--- config.mk ---
export PLATFORM = sky130hd
export DESIGN_NAME = cpuControl
export DESIGN_NICKNAME = d
export VERILOG_FILES = /design/src/cpuControlPkg.sv /design/src/controlSequencer.sv /design/src/cpuControl.sv /design/src/instrDecoder.sv /design/src/interruptArbiter.sv /design/src/startupSequencer.sv
export VERILOG_INCLUDE_DIRS = /design/src
export SDC_FILE = /design/constraint.sdc
export NUM_CORES = 1
export LEC_CHECK = 0
export ABC_AREA = 1
export BUFFER_PORTS_ARGS = -buffer_cell sky130_fd_sc_hd__buf_2
export CAP_MARGIN = 20
export CORE_MARGIN = 2
export CORE_UTILIZATION = 33
export CTS_BUF_LIST = sky130_fd_sc_hd__clkbuf_2
export DETAILED_ROUTE_END_ITERATION = 12
export GPL_TIMING_DRIVEN = 0
export PLACE_DENSITY = 0.69
export SETUP_SLACK_MARGIN = 0.5
export SLEW_MARGIN = 10
export SYNTH_ARGS = -nofsm -noshare
export SYNTH_HDL_FRONTEND = slang
export SYNTH_SLANG_ARGS = --single-unit
--- constraint.sdc ---
create_clock -name clk -period 3.9 [get_ports clk]
set_input_delay 0.39 -clock clk [delete_from_list [all_inputs] [get_ports clk]]
set_output_delay 0.39 -clock clk [all_outputs]
set_load 0.05 [all_outputs]
--- src/cpuSettings_settings.svh ---
`ifndef CPU_SETTINGS_SETTINGS_SVH
`define CPU_SETTINGS_SETTINGS_SVH

// ********************
// datapath widths
`define CPU_INSTR_WIDTH 16       // instruction word and fetch address
`define CPU_IRQ_COUNT 4          // interrupt request lines

// ********************
// timing and vectors
`define CPU_START_DELAY 40       // cycles in START before first fetch
`define CPU_IRQ_VECTOR_BASE 20   // isr address of line 0
`define CPU_IRQ_VECTOR_STEP 10   // spacing between isr entries
`define CPU_SP_LOW_REG 14        // low byte of stack pointer
`define CPU_RESET_SYNC_STAGES 2  // soft reset synchronizer depth

`endif

--- src/cpuControlPkg.sv ---
`default_nettype none

package cpuControlPkg;

    // ********************
    // sequencer states
    typedef enum logic [2:0] {
        S_PART1,      // first cycle of every instruction
        S_PART2,      // ret, first stack read done
        S_PART3,      // ret, load return address
        S_JUMP,       // target word on the fetch bus
        S_CALL,       // push msb, then jump
        S_INTERRUPT,  // push msb, go to isr
        S_START,      // power-up wait
        S_RESET       // parked by soft reset
    } state_t;

    typedef enum logic [3:0] {
        C_ALU_IMM,
        C_ALU_REG,    // includes mov and single register forms
        C_BRANCH,
        C_JUMP,
        C_CALL,
        C_RET,
        C_NOP,
        C_HLT,
        C_OTHER       // not decoded, just advances
    } instrClass_t;

    typedef enum logic [2:0] {
        COND_ALWAYS,
        COND_CARRY,
        COND_NOT_CARRY,
        COND_ZERO,
        COND_NOT_ZERO,
        COND_NEG,
        COND_NOT_NEG,
        COND_ALWAYS2
    } condCode_t;

    // ********************
    // mux select encodings
    typedef enum logic [2:0] {
        F_PC,           // sequential fetch
        F_PC_PLUS_ONE,  // skip the trailing address word
        F_IRQ_VECTOR,
        F_INSTR_WORD,   // address word just fetched
        F_BRANCH_REL,
        F_RET_ADDR,     // popped bytes
        F_BRANCH_ABS
    } fetchSel_t;

    typedef enum logic [2:0] {
        D_ALU_OUT,
        D_PC1_MSB,
        D_PC1_LSB,
        D_ADDR_MSB,     // current address, interrupt push
        D_ADDR_LSB
    } dataSel_t;

    typedef enum logic [1:0] {
        STS_ALU_FLAGS   = 2'b00,  // alu flags, keep ie
        STS_DISABLE_IRQ = 2'b11   // clear ie, keep the rest
    } statusSel_t;

    // ********************
    // bundles
    typedef struct packed {
        logic carry;
        logic zero;
        logic negative;
        logic interruptEnable;
    } flags_t;

    typedef struct packed {
        instrClass_t instrClass;
        logic [3:0]  aluMode;
        logic        flagUpdate;       // low for ldi and mov
        logic [3:0]  regBSelect;
        logic        condMet;
        logic        branchAbs;        // instr[0] picks absolute target
        logic        uninterruptible;
    } decoded_t;

    typedef struct packed {
        logic       regFileWriteEnable;
        logic [3:0] regFileOutBSelect;
        logic       spDecrement;       // const source for stack push
        logic       aluSrcBImm;
        logic [3:0] aluMode;
        dataSel_t   dMemDataSelect;
        logic       dMemWriteEn;
        logic       dMemReadEn;
        statusSel_t statusSrcSelect;
        logic       flagEnable;
        fetchSel_t  iMemAddrSelect;
        logic       iMemReadEnable;
        logic       pcWriteEn;
    } ctrlWord_t;

endpackage

`default_nettype wire

--- src/controlSequencer.sv ---
`timescale 1ns/1ps
`default_nettype none
`include "cpuSettings_settings.svh"

module controlSequencer (
    input  wire logic                     clk,
    input  wire logic                     arstN,
    input  wire cpuControlPkg::decoded_t  dec,
    input  wire logic                     interruptEnable,
    input  wire logic                     irqPending,
    input  wire logic                     resetReq,
    input  wire logic                     startDone,
    output cpuControlPkg::ctrlWord_t      ctrl,
    output logic                          take,
    output logic                          inStart,
    output logic                          resetOut
);

    localparam logic [3:0] SpReg = 4'(`CPU_SP_LOW_REG);

    cpuControlPkg::state_t state, nextState;

    // stack write through the low sp register, sp counts down
    function automatic cpuControlPkg::ctrlWord_t pushWord(input cpuControlPkg::dataSel_t sel);
        cpuControlPkg::ctrlWord_t w;
        w = '0;
        w.regFileOutBSelect = SpReg;
        w.spDecrement       = 1'b1;
        w.dMemDataSelect    = sel;
        w.dMemWriteEn       = 1'b1;
        return w;
    endfunction

    always_ff @(posedge clk or negedge arstN) begin
        if (!arstN) begin
            state <= cpuControlPkg::S_START;
        end else begin
            state <= nextState;
        end
    end

    assign inStart  = (state == cpuControlPkg::S_START) && !resetReq;  // count once sync clears
    assign resetOut = (state == cpuControlPkg::S_RESET);

    // ********************
    // next state and control word
    always_comb begin
        ctrl      = '0;         // idle word, sequential fetch, alu flags
        take      = 1'b0;
        nextState = cpuControlPkg::S_PART1;
        case (state)
            cpuControlPkg::S_PART1, cpuControlPkg::S_PART2, cpuControlPkg::S_PART3: begin
                if (resetReq) begin
                    nextState = cpuControlPkg::S_RESET;  // enables stay low
                end else if (state == cpuControlPkg::S_PART1 && interruptEnable && irqPending
                             && !dec.uninterruptible) begin
                    ctrl                 = pushWord(cpuControlPkg::D_ADDR_LSB);
                    ctrl.statusSrcSelect = cpuControlPkg::STS_DISABLE_IRQ;
                    ctrl.flagEnable      = 1'b1;
                    ctrl.iMemAddrSelect  = cpuControlPkg::F_IRQ_VECTOR;
                    nextState            = cpuControlPkg::S_INTERRUPT;
                end else begin
                    ctrl.iMemReadEnable = 1'b1;  // most forms advance in one cycle
                    ctrl.pcWriteEn      = 1'b1;
                    case (dec.instrClass)
                        cpuControlPkg::C_ALU_IMM: begin
                            ctrl.regFileWriteEnable = 1'b1;
                            ctrl.aluSrcBImm         = 1'b1;  // 8-bit immediate
                            ctrl.aluMode            = dec.aluMode;
                            ctrl.flagEnable         = dec.flagUpdate;
                        end
                        cpuControlPkg::C_ALU_REG: begin
                            ctrl.regFileWriteEnable = 1'b1;
                            ctrl.regFileOutBSelect  = dec.regBSelect;
                            ctrl.aluMode            = dec.aluMode;
                            ctrl.flagEnable         = dec.flagUpdate;
                        end
                        cpuControlPkg::C_BRANCH: begin
                            if (dec.condMet) begin
                                ctrl.iMemAddrSelect = dec.branchAbs ? cpuControlPkg::F_BRANCH_ABS
                                                                    : cpuControlPkg::F_BRANCH_REL;
                            end
                        end
                        cpuControlPkg::C_JUMP: begin
                            if (dec.condMet) begin
                                nextState = cpuControlPkg::S_JUMP;  // fetch target word
                            end else begin
                                ctrl.iMemAddrSelect = cpuControlPkg::F_PC_PLUS_ONE;
                            end
                        end
                        cpuControlPkg::C_CALL: begin
                            if (dec.condMet) begin
                                ctrl                = pushWord(cpuControlPkg::D_PC1_LSB);
                                ctrl.iMemReadEnable = 1'b1;  // pc held for msb push
                                nextState           = cpuControlPkg::S_CALL;
                            end else begin
                                ctrl.iMemAddrSelect = cpuControlPkg::F_PC_PLUS_ONE;
                            end
                        end
                        cpuControlPkg::C_RET: begin
                            ctrl.regFileOutBSelect = SpReg;
                            if (state == cpuControlPkg::S_PART3) begin
                                ctrl.iMemAddrSelect = cpuControlPkg::F_RET_ADDR;
                            end else if (state == cpuControlPkg::S_PART2 || dec.condMet) begin
                                ctrl.dMemReadEn     = 1'b1;  // pop one byte
                                ctrl.iMemReadEnable = 1'b0;
                                ctrl.pcWriteEn      = 1'b0;
                                nextState = (state == cpuControlPkg::S_PART1)
                                    ? cpuControlPkg::S_PART2 : cpuControlPkg::S_PART3;
                            end else begin
                                ctrl.iMemAddrSelect = cpuControlPkg::F_PC_PLUS_ONE;
                            end
                        end
                        cpuControlPkg::C_HLT: begin
                            ctrl.iMemReadEnable = 1'b0;  // spin on the same word
                            ctrl.pcWriteEn      = 1'b0;
                        end
                        default: ;  // nop and undecoded words
                    endcase
                end
            end
            cpuControlPkg::S_JUMP: begin
                ctrl.iMemAddrSelect = cpuControlPkg::F_INSTR_WORD;
                ctrl.iMemReadEnable = 1'b1;
                ctrl.pcWriteEn      = 1'b1;
            end
            cpuControlPkg::S_CALL: begin
                ctrl                = pushWord(cpuControlPkg::D_PC1_MSB);
                ctrl.iMemAddrSelect = cpuControlPkg::F_INSTR_WORD;
                ctrl.iMemReadEnable = 1'b1;
                ctrl.pcWriteEn      = 1'b1;
            end
            cpuControlPkg::S_INTERRUPT: begin
                ctrl                 = pushWord(cpuControlPkg::D_ADDR_MSB);
                ctrl.statusSrcSelect = cpuControlPkg::STS_DISABLE_IRQ;
                ctrl.flagEnable      = 1'b1;
                ctrl.iMemAddrSelect  = cpuControlPkg::F_IRQ_VECTOR;
                ctrl.iMemReadEnable  = 1'b1;
                ctrl.pcWriteEn       = 1'b1;
                take                 = 1'b1;  // arbiter clears the winner
            end
            cpuControlPkg::S_START: begin
                ctrl.iMemReadEnable = startDone;
                ctrl.pcWriteEn      = startDone;  // first fetch commit
                nextState = startDone ? cpuControlPkg::S_PART1 : cpuControlPkg::S_START;
            end
            default: begin  // S_RESET
                nextState = resetReq ? cpuControlPkg::S_RESET : cpuControlPkg::S_PART1;
            end
        endcase
    end

endmodule

`default_nettype wire

--- src/cpuControl.sv ---
`timescale 1ns/1ps
`default_nettype none
`include "cpuSettings_settings.svh"

module cpuControl (
    input  wire logic                          clk,
    input  wire logic                          arstN,
    input  wire logic [`CPU_INSTR_WIDTH-1:0]   instr,
    input  wire cpuControlPkg::flags_t         flags,
    input  wire logic [`CPU_IRQ_COUNT-1:0]     irq,
    input  wire logic                          cpuReset,
    output cpuControlPkg::ctrlWord_t           ctrl,
    output logic [`CPU_INSTR_WIDTH-1:0]        irqVector,
    output logic [`CPU_IRQ_COUNT-1:0]          irqClr,
    output logic                               resetOut
);

    cpuControlPkg::decoded_t dec;
    logic irqPending, take;        // arbiter handshake-free strobes
    logic resetReq, startDone, inStart;

    instrDecoder decoder0 (
        .instr (instr),
        .flags (flags),
        .dec   (dec)
    );

    interruptArbiter arbiter0 (
        .clk        (clk),
        .arstN      (arstN),
        .irq        (irq),
        .take       (take),
        .irqPending (irqPending),
        .irqVector  (irqVector),
        .irqClr     (irqClr)
    );

    startupSequencer startup0 (
        .clk       (clk),
        .arstN     (arstN),
        .cpuReset  (cpuReset),
        .inStart   (inStart),
        .resetReq  (resetReq),
        .startDone (startDone)
    );

    controlSequencer sequencer0 (
        .clk             (clk),
        .arstN           (arstN),
        .dec             (dec),
        .interruptEnable (flags.interruptEnable),
        .irqPending      (irqPending),
        .resetReq        (resetReq),
        .startDone       (startDone),
        .ctrl            (ctrl),
        .take            (take),
        .inStart         (inStart),
        .resetOut        (resetOut)
    );

endmodule

`default_nettype wire

--- src/instrDecoder.sv ---
`timescale 1ns/1ps
`default_nettype none
`include "cpuSettings_settings.svh"

module instrDecoder (
    input  wire logic [`CPU_INSTR_WIDTH-1:0] instr,
    input  wire cpuControlPkg::flags_t       flags,
    output cpuControlPkg::decoded_t          dec
);

    logic isAluImm, isAluReg, isBranch, isJump, isCall, isRet, isNop, isHlt;

    // ********************
    // opcode patterns, low nibble first
    assign isAluImm = (instr[3:0] >= 4'd1) && (instr[3:0] <= 4'd7);
    assign isAluReg = (instr[3:0] == 4'b1010 && instr[7:4] >= 4'd1 && instr[7:4] <= 4'd9)
                   || (instr[3:0] == 4'b1111 && instr[7:4] >= 4'hA && instr[11:8] == 4'h0);
    assign isBranch = (instr[3:0] == 4'b1110)
                   || (instr[8:0] == 9'b0_0001_1111 && !instr[12]);  // jmpi form
    assign isJump   = (instr[12:0] == 13'h002F);
    assign isCall   = (instr[12:0] == 13'h003F);
    assign isRet    = (instr[12:0] == 13'h004F);
    assign isNop    = (instr == '0);
    assign isHlt    = (instr == '1);

    always_comb begin
        if (isHlt) begin
            dec.instrClass = cpuControlPkg::C_HLT;
        end else if (isNop) begin
            dec.instrClass = cpuControlPkg::C_NOP;
        end else if (isAluImm) begin
            dec.instrClass = cpuControlPkg::C_ALU_IMM;
        end else if (isAluReg) begin
            dec.instrClass = cpuControlPkg::C_ALU_REG;
        end else if (isBranch) begin
            dec.instrClass = cpuControlPkg::C_BRANCH;
        end else if (isJump) begin
            dec.instrClass = cpuControlPkg::C_JUMP;
        end else if (isCall) begin
            dec.instrClass = cpuControlPkg::C_CALL;
        end else if (isRet) begin
            dec.instrClass = cpuControlPkg::C_RET;
        end else begin
            dec.instrClass = cpuControlPkg::C_OTHER;  // dropped opcodes
        end

        dec.aluMode    = isAluImm ? {1'b0, instr[2:0]} : instr[6:3];
        dec.flagUpdate = isAluImm ? (instr[3:1] != 3'b001)    // ldi
                                  : (instr[6:3] != 4'b0001);  // mov
        dec.regBSelect = instr[11:8];
        dec.branchAbs  = instr[0];

        // hlt, or csr clearing the global enable
        dec.uninterruptible = isHlt || (instr[7:0] == 8'hE8 && !instr[11]);

        case (cpuControlPkg::condCode_t'(instr[15:13]))
            cpuControlPkg::COND_CARRY:     dec.condMet = flags.carry;
            cpuControlPkg::COND_NOT_CARRY: dec.condMet = !flags.carry;
            cpuControlPkg::COND_ZERO:      dec.condMet = flags.zero;
            cpuControlPkg::COND_NOT_ZERO:  dec.condMet = !flags.zero;
            cpuControlPkg::COND_NEG:       dec.condMet = flags.negative;
            cpuControlPkg::COND_NOT_NEG:   dec.condMet = !flags.negative;
            default:                       dec.condMet = 1'b1;  // both always codes
        endcase
    end

endmodule

`default_nettype wire

--- src/interruptArbiter.sv ---
`timescale 1ns/1ps
`default_nettype none
`include "cpuSettings_settings.svh"

module interruptArbiter (
    input  wire logic                          clk,
    input  wire logic                          arstN,
    input  wire logic [`CPU_IRQ_COUNT-1:0]     irq,
    input  wire logic                          take,
    output logic                               irqPending,
    output logic [`CPU_INSTR_WIDTH-1:0]        irqVector,
    output logic [`CPU_IRQ_COUNT-1:0]          irqClr
);

    localparam int IdxW = $clog2(`CPU_IRQ_COUNT);
    localparam int VecW = `CPU_INSTR_WIDTH;

    logic [IdxW-1:0]            winIdx;
    logic [`CPU_IRQ_COUNT-1:0]  winOneHot;

    assign irqPending = |irq;
    assign winOneHot  = irq & (~irq + 1'b1);  // isolate lowest set line

    always_comb begin
        winIdx = '0;
        for (int i = `CPU_IRQ_COUNT - 1; i >= 0; i--) begin
            if (irq[i]) winIdx = i[IdxW-1:0];  // last hit is the lowest line
        end
    end

    assign irqVector = irqPending
        ? VecW'(`CPU_IRQ_VECTOR_BASE + winIdx * `CPU_IRQ_VECTOR_STEP) : '0;

    // one-cycle clear, latched from the take cycle winner
    always_ff @(posedge clk or negedge arstN) begin
        if (!arstN) begin
            irqClr <= '0;
        end else begin
            irqClr <= take ? winOneHot : '0;
        end
    end

endmodule

`default_nettype wire

--- src/startupSequencer.sv ---
`timescale 1ns/1ps
`default_nettype none
`include "cpuSettings_settings.svh"

module startupSequencer (
    input  wire logic clk,
    input  wire logic arstN,
    input  wire logic cpuReset,
    input  wire logic inStart,
    output logic      resetReq,
    output logic      startDone
);

    localparam int CntW = $clog2(`CPU_START_DELAY + 1);

    logic [`CPU_RESET_SYNC_STAGES-1:0] syncReg;
    logic [CntW-1:0]                   delayCnt;

    // ********************
    // soft reset synchronizer, comes up asserted
    always_ff @(posedge clk or negedge arstN) begin
        if (!arstN) begin
            syncReg <= '1;
        end else begin
            syncReg <= {syncReg[`CPU_RESET_SYNC_STAGES-2:0], cpuReset};
        end
    end

    assign resetReq = syncReg[`CPU_RESET_SYNC_STAGES-1];

    // ********************
    // power-up delay
    always_ff @(posedge clk or negedge arstN) begin
        if (!arstN) begin
            delayCnt <= '0;
        end else if (inStart) begin
            delayCnt <= delayCnt + 1'b1;
        end else begin
            delayCnt <= '0;  // idle outside START
        end
    end

    assign startDone = (delayCnt == CntW'(`CPU_START_DELAY));

endmodule

`default_nettype wire

==> impl_metrics.yaml, run 1 <==
routing:
  viasPerCell: 4.431
  wire_per_inst_um: 10.21
  drtIter0Drc: 59
  vias: 1901
  dr.pass1.iters: 4
  drt_wl_total_um: 4380
  drc_errors: 0
  postRouteAntennaNets: 0
cts:
  root_buffer: "clkbuf_2"
  clock_sinks: 15
  htree_levels: 1
  cts_buffers: 3
  clk_pin_slew_ns: 0.14
  clkLatencyLatePin_ns: 0.28
  cts_buffer_depth: 2
  cts_tree: "built"
job:
  maxCapViolations: 0
yosys:
  netlist_area_um2: 1753
  synth_edf_count: 0
  synth_cell_types: 35
  ys_seq_area_share_pct: 21.70
  synthFlopType: "dfrtp_1"
  ys_ff_latch: 15
  yosys_warnings: 0
  syn-mean-instance-area_um2: 6.172
  synth_cells: 284
  async_reset_ff_share_pct: 100.0
die:
  design.portCount: 72
  die_w_um: 76.88
  die_y_um: 76.88
  rows: 26
  coreArea_um2: 5107
  dieArea_um2: 5911
  initial_core_util_pct: 34.32
timing:
  period_share_pct: 64.50
  clock.fmax_mhz: 397.5
  fin_worst_skew_ns: 0.004952
  period_needed_ns: 2.515
  setup_tns_ns: 0
  hold_viol: 0
  rsz0062_at_grt: "false"
  setup_viol: 0
  worst_slack_ns: 1.385
  slew_violations: 0
power:
  leakage_nw: 1.243
  power_density_nw_per_um2: 526.3
  max-vdd-ir-drop_uv: 642.5
  p_total_mw: 1.162
setup_path:
  setup.worst_path.class: "reg2out"
  end_kind: "output pin"
  cp_slowest_stage_delay_ns: 0.55
  path_cells: "buf_6 > nor2_2 > nand2_1 > clkinv_1 > nand2_2 > nor2_4 > nand3_4 > inv_1 > nor4_1 > buf_2"
  critPathLaunchType: "flop"
  crit_slowest_cell: "dfstp_2"
  crit_required_ns: 3.51
  cp.arrival_ns: 2.13
  cp_max_fo: 8
placement:
  placed_area_um2: 2178
  place_ws_ns: 1.606
  gp_congestion: 0.8700
  dpl.hpwl_um: 3807
  placed_cells: 424
  io_buffer_count: 60
grt:
  grt_pass1_vias: 1797
  track_usage_pct: 15.15
  grt_pass1_wl_um: 7603
  antenna_found_initial: 0
  grt_overflow: 0
  grt_max_degree: 16
final_layout:
  area_delta_synth_final_pct: 25.98
  layout-drive-gt1-share_pct: 35.65
  stdcell_count: 429
  nFillCells: 546
  n_antenna_cell: 0
  multi_input_area_um2: 1124
  seq_area_um2: 380.4
  final_cell_mix: "71 x nand2_1, 60 x buf_2, 40 x nor2_1"
  fin_area_um2: 2208
  mostFrequentLayoutCell: "nand2_1"
  nets: 390
worst_hold_path:
  min_path_type: "in2reg"
outcome:
  status: "complete, no violations"
[final cells by class]
| class | instances | area share (%) |
|---|---|---|
| Inverter | 47 | 8.045 |
| Sequential cell | 15 | 17.22 |
| Clock inverter | 1 | 0.2266 |
| Timing Repair Buffer | 61 | 14.05 |
| Buffer | 14 | 4.929 |
| Clock buffer | 3 | 0.6799 |
| Multi-Input combinational cell | 218 | 50.88 |
| Tap cell | 70 | 3.966 |
[metrics by stage]
stage          hold slack, ns  utilization (%)
2_1_floorplan         0.09441                -
3_3_place_gp           0.3019            42.65
3_5_place_dp           0.3034            42.65
4_1_cts                0.1808            43.24
5_1_grt                0.1486            43.24
6_report               0.1922            43.24
[final timing paths]
path                                     start              endpoint  slack, ns  depth (start not counted)
max in group asynchronous                arstN   startup0.syncReg[0]       3.10                          2
max                        sequencer0.state[2]               ctrl[4]       1.38                         10
min in group asynchronous                arstN  startup0.delayCnt[4]       0.51                          2
min reg2reg                startup0.syncReg[0]   startup0.syncReg[1]       0.37                          0
max reg2reg                sequencer0.state[2]   sequencer0.state[0]       2.32                         10
min                                   cpuReset   startup0.syncReg[0]       0.19                          1
[flip-flops by register name, summed over array words and instances, names as in the netlist]
| name | cells |
|---|---|
| startup0.delayCnt | 6 |
| arbiter0.irqClr | 4 |
| sequencer0.state | 3 |
| startup0.syncReg | 2 |
[power by group]
part | total, mW | switching [mW] | internal [mW]
Combinational | 0.883 | 0.676 | 0.207
Sequential | 0.207 | 0.0226 | 0.185
Clock | 0.0722 | 0.0490 | 0.0232
Total | 1.16 | 0.748 | 0.415
[routing by layer]
layer  vias to the layer above  part of all wire, %  global-route usage (%)
met4                         0                 0.39                   1.818
met5                         -                    0                       0
met3                         2                  5.5                   2.471
li1                       1022                    -                       -
met1                       824                   47                   19.83
met2                        53                   47                   26.84
[cells in the mapped netlist (all sizes together), types with 3 or more instances]
cell,number,share of area (%)
nand3,22,7.9
nor2,50,14
nand2,82,20
o21ai,8,2.3
nand4,6,2.1
buf,14,6.2
a21oi,13,4.4
nor3,15,6.1
inv,45,9.6
ha,3,2.1
dfrtp,11,16
dfstp,4,6.0
[worst max-delay path, delay by kind of cell (launching register included)]
family / cells / cell delay (ns)
buffers and inverters: 4 / 0.59
flip-flops: 1 / 0.55
AND/OR/NAND/NOR: 6 / 0.71
[logic make-up after synthesis]
group,Yosys count,share of synthesized area (%)
and+or+nand+nor,178,50.75
buffers and inverters,61,16.34
AOI/OAI and AO/OA,25,8.352
DFF,15,21.70
adders and majority gates,3,2.142
xor gates and xnor gates,1,0.4997
other,1,0.2139
[what timing repair did]
item,CTS,global route
gates resized for setup,0,0
buffers inserted,0,0
endpoints found under the hold margin,11,0
hold buffers,1,0
Note: power is estimated with default switching activity, not from simulation.
==> run 2: changes to the inputs <==
Clock period 3.9 ns to 2.4 ns, I/O delays scaled along.
==> run 2 against run 1 <==
Global-route usage increased by 2.9 points. Non-clock buffer count increased by 22. Sequential power increased by 61%. Clock-buffer cell count unchanged. Sequential share of layout area decreased by 3.1 points. Die area unchanged. Worst setup slack got worse by 1.2 ns. Total power increased by 120%. Core utilization increased by 9.8 points.
==> impl_metrics.yaml, run 2 (synthesized netlist as in run 1, its figures left out) <==
outcome:
  status: "complete, no violations"
grt:
  antenna_found_initial: 0
  track_usage_pct: 18.00
  grt_max_degree: 16
  grt_pass1_vias: 2041
  grt_overflow: 0
  grt_pass1_wl_um: 8976
final_layout:
  reg_top3: "startup0.delayCnt x6, arbiter0.irqClr x4, sequencer0.state x3"
  mostFrequentLayoutCell: "nand2_1"
  layout-drive-gt1-share_pct: 43.57
  area_delta_synth_final_pct: 54.60
  n_antenna_cell: 0
  nFillCells: 501
  largest-register: "startup0.delayCnt"
  nets: 412
  final_cell_mix: "63 x nand2_1, 39 x nor2_1, 39 x buf_2"
  largest_register_ffs: 6
power:
  power_density_nw_per_um2: 957.8
  leakage_nw: 1.404
  max-vdd-ir-drop_uv: 1090
timing:
  fin_worst_skew_ns: 0.01779
  rsz0062_at_grt: "true"
  setup_tns_ns: 0
  period_needed_ns: 2.217
  setup_viol: 0
  hold_viol: 0
  clock.fmax_mhz: 451.0
  holdWs_ns: 0.1083
  period_share_pct: 92.38
  slew_violations: 0
worst_hold_path:
  whs_path_depth: 2
  min_path_type: "in2reg"
  hold_end: "arbiter0.irqClr[1]"
  hold_start: "irq[0]"
die:
  rows: 26
  die_y_um: 76.88
  dieArea_um2: 5911
  coreArea_um2: 5107
  die_w_um: 76.88
  design.portCount: 72
  initial_core_util_pct: 34.32
setup_path:
  cpLargestDelayFamily: "flip-flops"
  reg2reg_depth: 16
  r2r_slack_ns: 0.35
  r2r-start: "sequencer0.state[2]"
  crit_slowest_cell: "dfstp_2"
  cp_slowest_stage_delay_ns: 0.56
  cp.arrival_ns: 1.98
  crit_buf_inv: 5
  crit_required_ns: 2.16
  cp_max_fo: 5
  path_cells: "buf_6 > nor2_4 > nand2_2 > clkinv_2 > nand2_2 > nor2_4 > nand3_4 > buf_4 > nand2_2 > nand2_1 > nand2_2 > buf_6 > buf_8"
  critPathLaunchType: "flop"
  setup.worst_path.class: "reg2out"
  end_kind: "output pin"
  reg2reg_to: "sequencer0.state[2]"
  crit_top_cell: "nand2_2"
cts:
  cts_buffer_depth: 2
  htree_levels: 1
  root_buffer: "clkbuf_2"
  cts_tree: "built"
  clkLatencyLatePin_ns: 0.31
  cts_buffers: 3
  clock_sinks: 15
  clk_pin_slew_ns: 0.17
routing:
  drtIter0Drc: 112
  drc_errors: 0
  dr.pass1.iters: 4
  wire_per_inst_um: 11.25
  viasPerCell: 4.552
  drt_wl_total_um: 5076
  postRouteAntennaNets: 0
  vias: 2053
placement:
  dpl.hpwl_um: 3841
  io_buffer_count: 60
  gp_congestion: 0.9107
job:
  maxCapViolations: 0
-- run 2: worst max path at each step --
stage	startpoint	endpoint	slack, ns	cells after the start
after detailed placement	sequencer0.state[0]	ctrl[17]	0.34	10
after global placement	sequencer0.state[0]	ctrl[17]	0.37	10
after floorplan	sequencer0.state[2]	ctrl[17]	0.17	11
after CTS	sequencer0.state[2]	ctrl[17]	0.17	12
after global routing	sequencer0.state[2]	ctrl[17]	0.08	12
final	sequencer0.state[2]	ctrl[18]	0.18	13
-- run 2: cell type report --
cell class                 instances  area [um^2]  share of cell area [%]
clock buffer                       3        15.01                  0.5540
sequential                        15        381.6                   14.08
clock inverter                     1        7.507                  0.2770
inverter                          47        191.4                   7.064
multi-input combinational        218         1260                   46.49
tap                               70        87.58                   3.232
buffer                            14        120.1                   4.432
timing repair buffer              83        646.9                   23.87
-- run 2: per-stage QoR --
stage	util [%]	instance area, um^2	power (mW)	cells	setup slack [ns]
global route	53.06	2710	2.744	451	0.08128
finish	53.06	2710	2.596	451	0.1829
CTS	51.32	2621	2.442	447	0.1693
global placement	45.15	2306	1.891	424	0.3702
floorplan	-	1918	1.596	294	0.1742
detailed placement	45.15	2306	1.901	424	0.3435
-- run 2: timing repair --
action / 4_1_cts / 5_1_grt
setup buffers: 18 / 3
pin swaps: 12 / 3
gates resized for setup: 47 / 19
endpoints found under the hold margin: 11 / 1
endpoints found under the setup margin: 23 / 24
hold buffers: 1 / 1
-- run 2: per-layer routing --
| layer | track usage, % | routed length [um] | part of all wire (%) |
|---|---|---|---|
| met2 | 33.07 | 2590 | 51 |
| met3 | 2.588 | 264 | 5.2 |
| met5 | 0 | 0 | 0 |
| met4 | 2.909 | 68 | 1.3 |
| met1 | 22.51 | 2152 | 42 |
-- run 2: where the power goes --
| group | internal [mW] | total [mW] | switching, mW |
|---|---|---|---|
| Sequential | 0.301 | 0.334 | 0.0326 |
| Clock | 0.0389 | 0.131 | 0.0925 |
| Combinational | 0.809 | 2.13 | 1.32 |
==> run 3: changes to the inputs <==
Settings changed: ABC_AREA 1 to not set, CTS_CLUSTER_SIZE set to 28, PLACE_DENSITY 0.69 to 0.71.
==> run 3 against run 2 <==
Worst hold slack better by 0.029 ns. Wire length up 3.7%. Synthesized cell count down 26%. Combinational power up 11%. Worst setup slack worse by 0.092 ns.
==> impl_metrics.yaml, run 3 <==
cts:
  cts_buffer_depth: 2
  root_buffer: "clkbuf_2"
  cts_buffers: 3
  clock_sinks: 15
  cts_tree: "built"
  htree_levels: 1
  clk_pin_slew_ns: 0.15
  clkLatencyLatePin_ns: 0.29
timing:
  rsz0062_at_grt: "true"
  worst_slack_ns: 0.09060
  slew_violations: 0
  clock.fmax_mhz: 433.0
  period_needed_ns: 2.309
  maxSlewHeadroom_pct: 60.21
  hold_viol: 0
  setup_viol: 0
  fin_worst_skew_ns: 0.007446
  max_slew.worst_pin.slew_ns: 0.5920
  period_share_pct: 96.23
grt:
  grt_pass1_wl_um: 7783
  grt_overflow: 0
  grt_pass1_vias: 1691
  grt_max_degree: 16
  antenna_found_initial: 0
  track_usage_pct: 17.95
final_layout:
  largest-register: "startup0.delayCnt"
  stdcell_count: 358
  final_cell_mix: "35 x buf_2, 28 x buf_4, 19 x nor2_1"
  nets: 335
  largest_register_ffs: 6
  layout-drive-gt1-share_pct: 56.58
  n_antenna_cell: 0
  area_delta_synth_final_pct: 77.20
  nFillCells: 391
  reg_top3: "startup0.delayCnt x6, arbiter0.irqClr x4, sequencer0.state x3"
  finish.utilization_pct: 60.11
  mostFrequentLayoutCell: "buf_2"
routing:
  postRouteAntennaNets: 0
  drtIter0Drc: 140
  vias: 1944
  drt_wl_total_um: 5266
  viasPerCell: 5.430
  drc_errors: 0
  dr.pass1.iters: 5
  wire_per_inst_um: 14.71
outcome:
  status: "complete, no violations"
yosys:
  synth_top_area_share_pct: 17.30
  synth_cells: 211
  netlist_area_um2: 1592
  synth_area_leaders: "dfrtp_1 17%, nor2_1 7.3%, buf_4 6.6%"
  synth_edf_count: 0
  syn-mean-instance-area_um2: 7.543
  synth_cell_types: 58
  yosysMostFrequentCell: "nor2_1"
  synth_common_cells: "31 x nor2_1, 14 x buf_4, 14 x nand2_1"
  yosysTopAreaCell: "dfrtp_1"
  synthFlopType: "dfrtp_1"
  async_reset_ff_share_pct: 100.0
  ys_ff_latch: 15
  yosys_warnings: 0
  ys_seq_area_share_pct: 23.90
setup_path:
  path_cells: "buf_2 > and3_4 > nand4_1 > or4_4 > a21oi_4 > nand2_8 > a21oi_4 > buf_6"
  critPathLaunchType: "input pin"
  cp_slowest_stage_delay_ns: 0.62
  reg2reg_depth: 8
  r2r_slack_ns: 0.72
  cp.arrival_ns: 2.07
  crit_required_ns: 2.16
  crit_slowest_cell: "or4_4"
  reg2reg_to: "sequencer0.state[2]"
  r2r-start: "sequencer0.state[2]"
  cpLargestDelayFamily: "simple AND/OR/NAND/NOR gates"
  crit_top_cell: "a21oi_4"
  end_kind: "output pin"
  crit_buf_inv: 2
  setup.worst_path.class: "in2out"
  cp_max_fo: 7
job:
  maxCapViolations: 0
worst_hold_path:
  whs_path_depth: 2
  hold_start: "irq[2]"
  hold_end: "arbiter0.irqClr[3]"
  min_path_type: "in2reg"
placement:
  place_ws_ns: -0.09621
  io_buffer_count: 58
  gp_congestion: 0.9358
  placed_cells: 333
  dpl.hpwl_um: 3593
die:
  coreArea_um2: 4692
  dieArea_um2: 5394
  initial_core_util_pct: 33.92
  die_y_um: 73.45
  die_w_um: 73.45
  rows: 25
  design.portCount: 72
power:
  p_total_mw: 2.819
  max-vdd-ir-drop_uv: 480.2
  leakage_nw: 1.198
  power_density_nw_per_um2: 999.4
## run 3: worst max-delay path by stage
stage / start / to / slack (ns) / depth (start not counted)
finish: instr[7] / ctrl[14] / 0.09 / 8
global route: instr[7] / ctrl[14] / 0.02 / 8
CTS: sequencer0.state[2] / ctrl[18] / 0.06 / 9
detailed placement: instr[9] / ctrl[20] / -0.1 / 8
global placement: instr[9] / ctrl[20] / -0.09 / 8
floorplan: instr[5] / ctrl[18] / 0.25 / 7
## run 3: what timing repair did
action / CTS / global route
gates resized for setup: 73 / 29
hold buffers: 1 / 1
pin swaps: 10 / 12
setup buffers: 10 / 9
setup endpoints to repair: 24 / 24
hold endpoints to repair: 11 / 1
## run 3: logic make-up after synthesis
group	count (synthesis)	synth area share, %
compound gates	56	25.16
simple gates	101	35.54
flops	15	23.90
xor+xnor	4	2.202
other cells	1	0.2356
fa+ha+maj	3	2.359
buf+inv	31	10.61
## run 3: area by class of cell
type | count | area [um^2] | share of cell area (%)
multi-input combinational | 175 | 1446 | 51.29
tap | 54 | 67.56 | 2.396
clock buffer | 3 | 15.01 | 0.5324
inverter | 8 | 36.28 | 1.287
buffer | 23 | 198.9 | 7.054
timing repair buffer | 79 | 670.6 | 23.78
clock inverter | 1 | 5.005 | 0.1775
sequential | 15 | 380.4 | 13.49
## run 3: stage by stage
stage / TNS, ns / instance area [um^2] / hold WS, ns
2_1_floorplan: 0 / 1868 / -0.05559
3_3_place_gp: -0.2586 / 2226 / 0.1566
3_5_place_dp: -0.2915 / 2226 / 0.1570
4_1_cts: 0 / 2609 / 0.01656
5_1_grt: 0 / 2820 / 0.1329
6_report: 0 / 2820 / 0.1374
## run 3: metal layers
layer	track usage (%)	up-vias	wire [um]
met2	29.86	93	2587
met3	4.390	16	406
met5	0	-	0
met1	24.31	902	2168
met4	2.020	0	104
li1	-	933	-
## run 3: power by group
group          internal, mW  switching, mW
Combinational         0.946           1.42
Sequential            0.301         0.0292
Clock                0.0377         0.0855
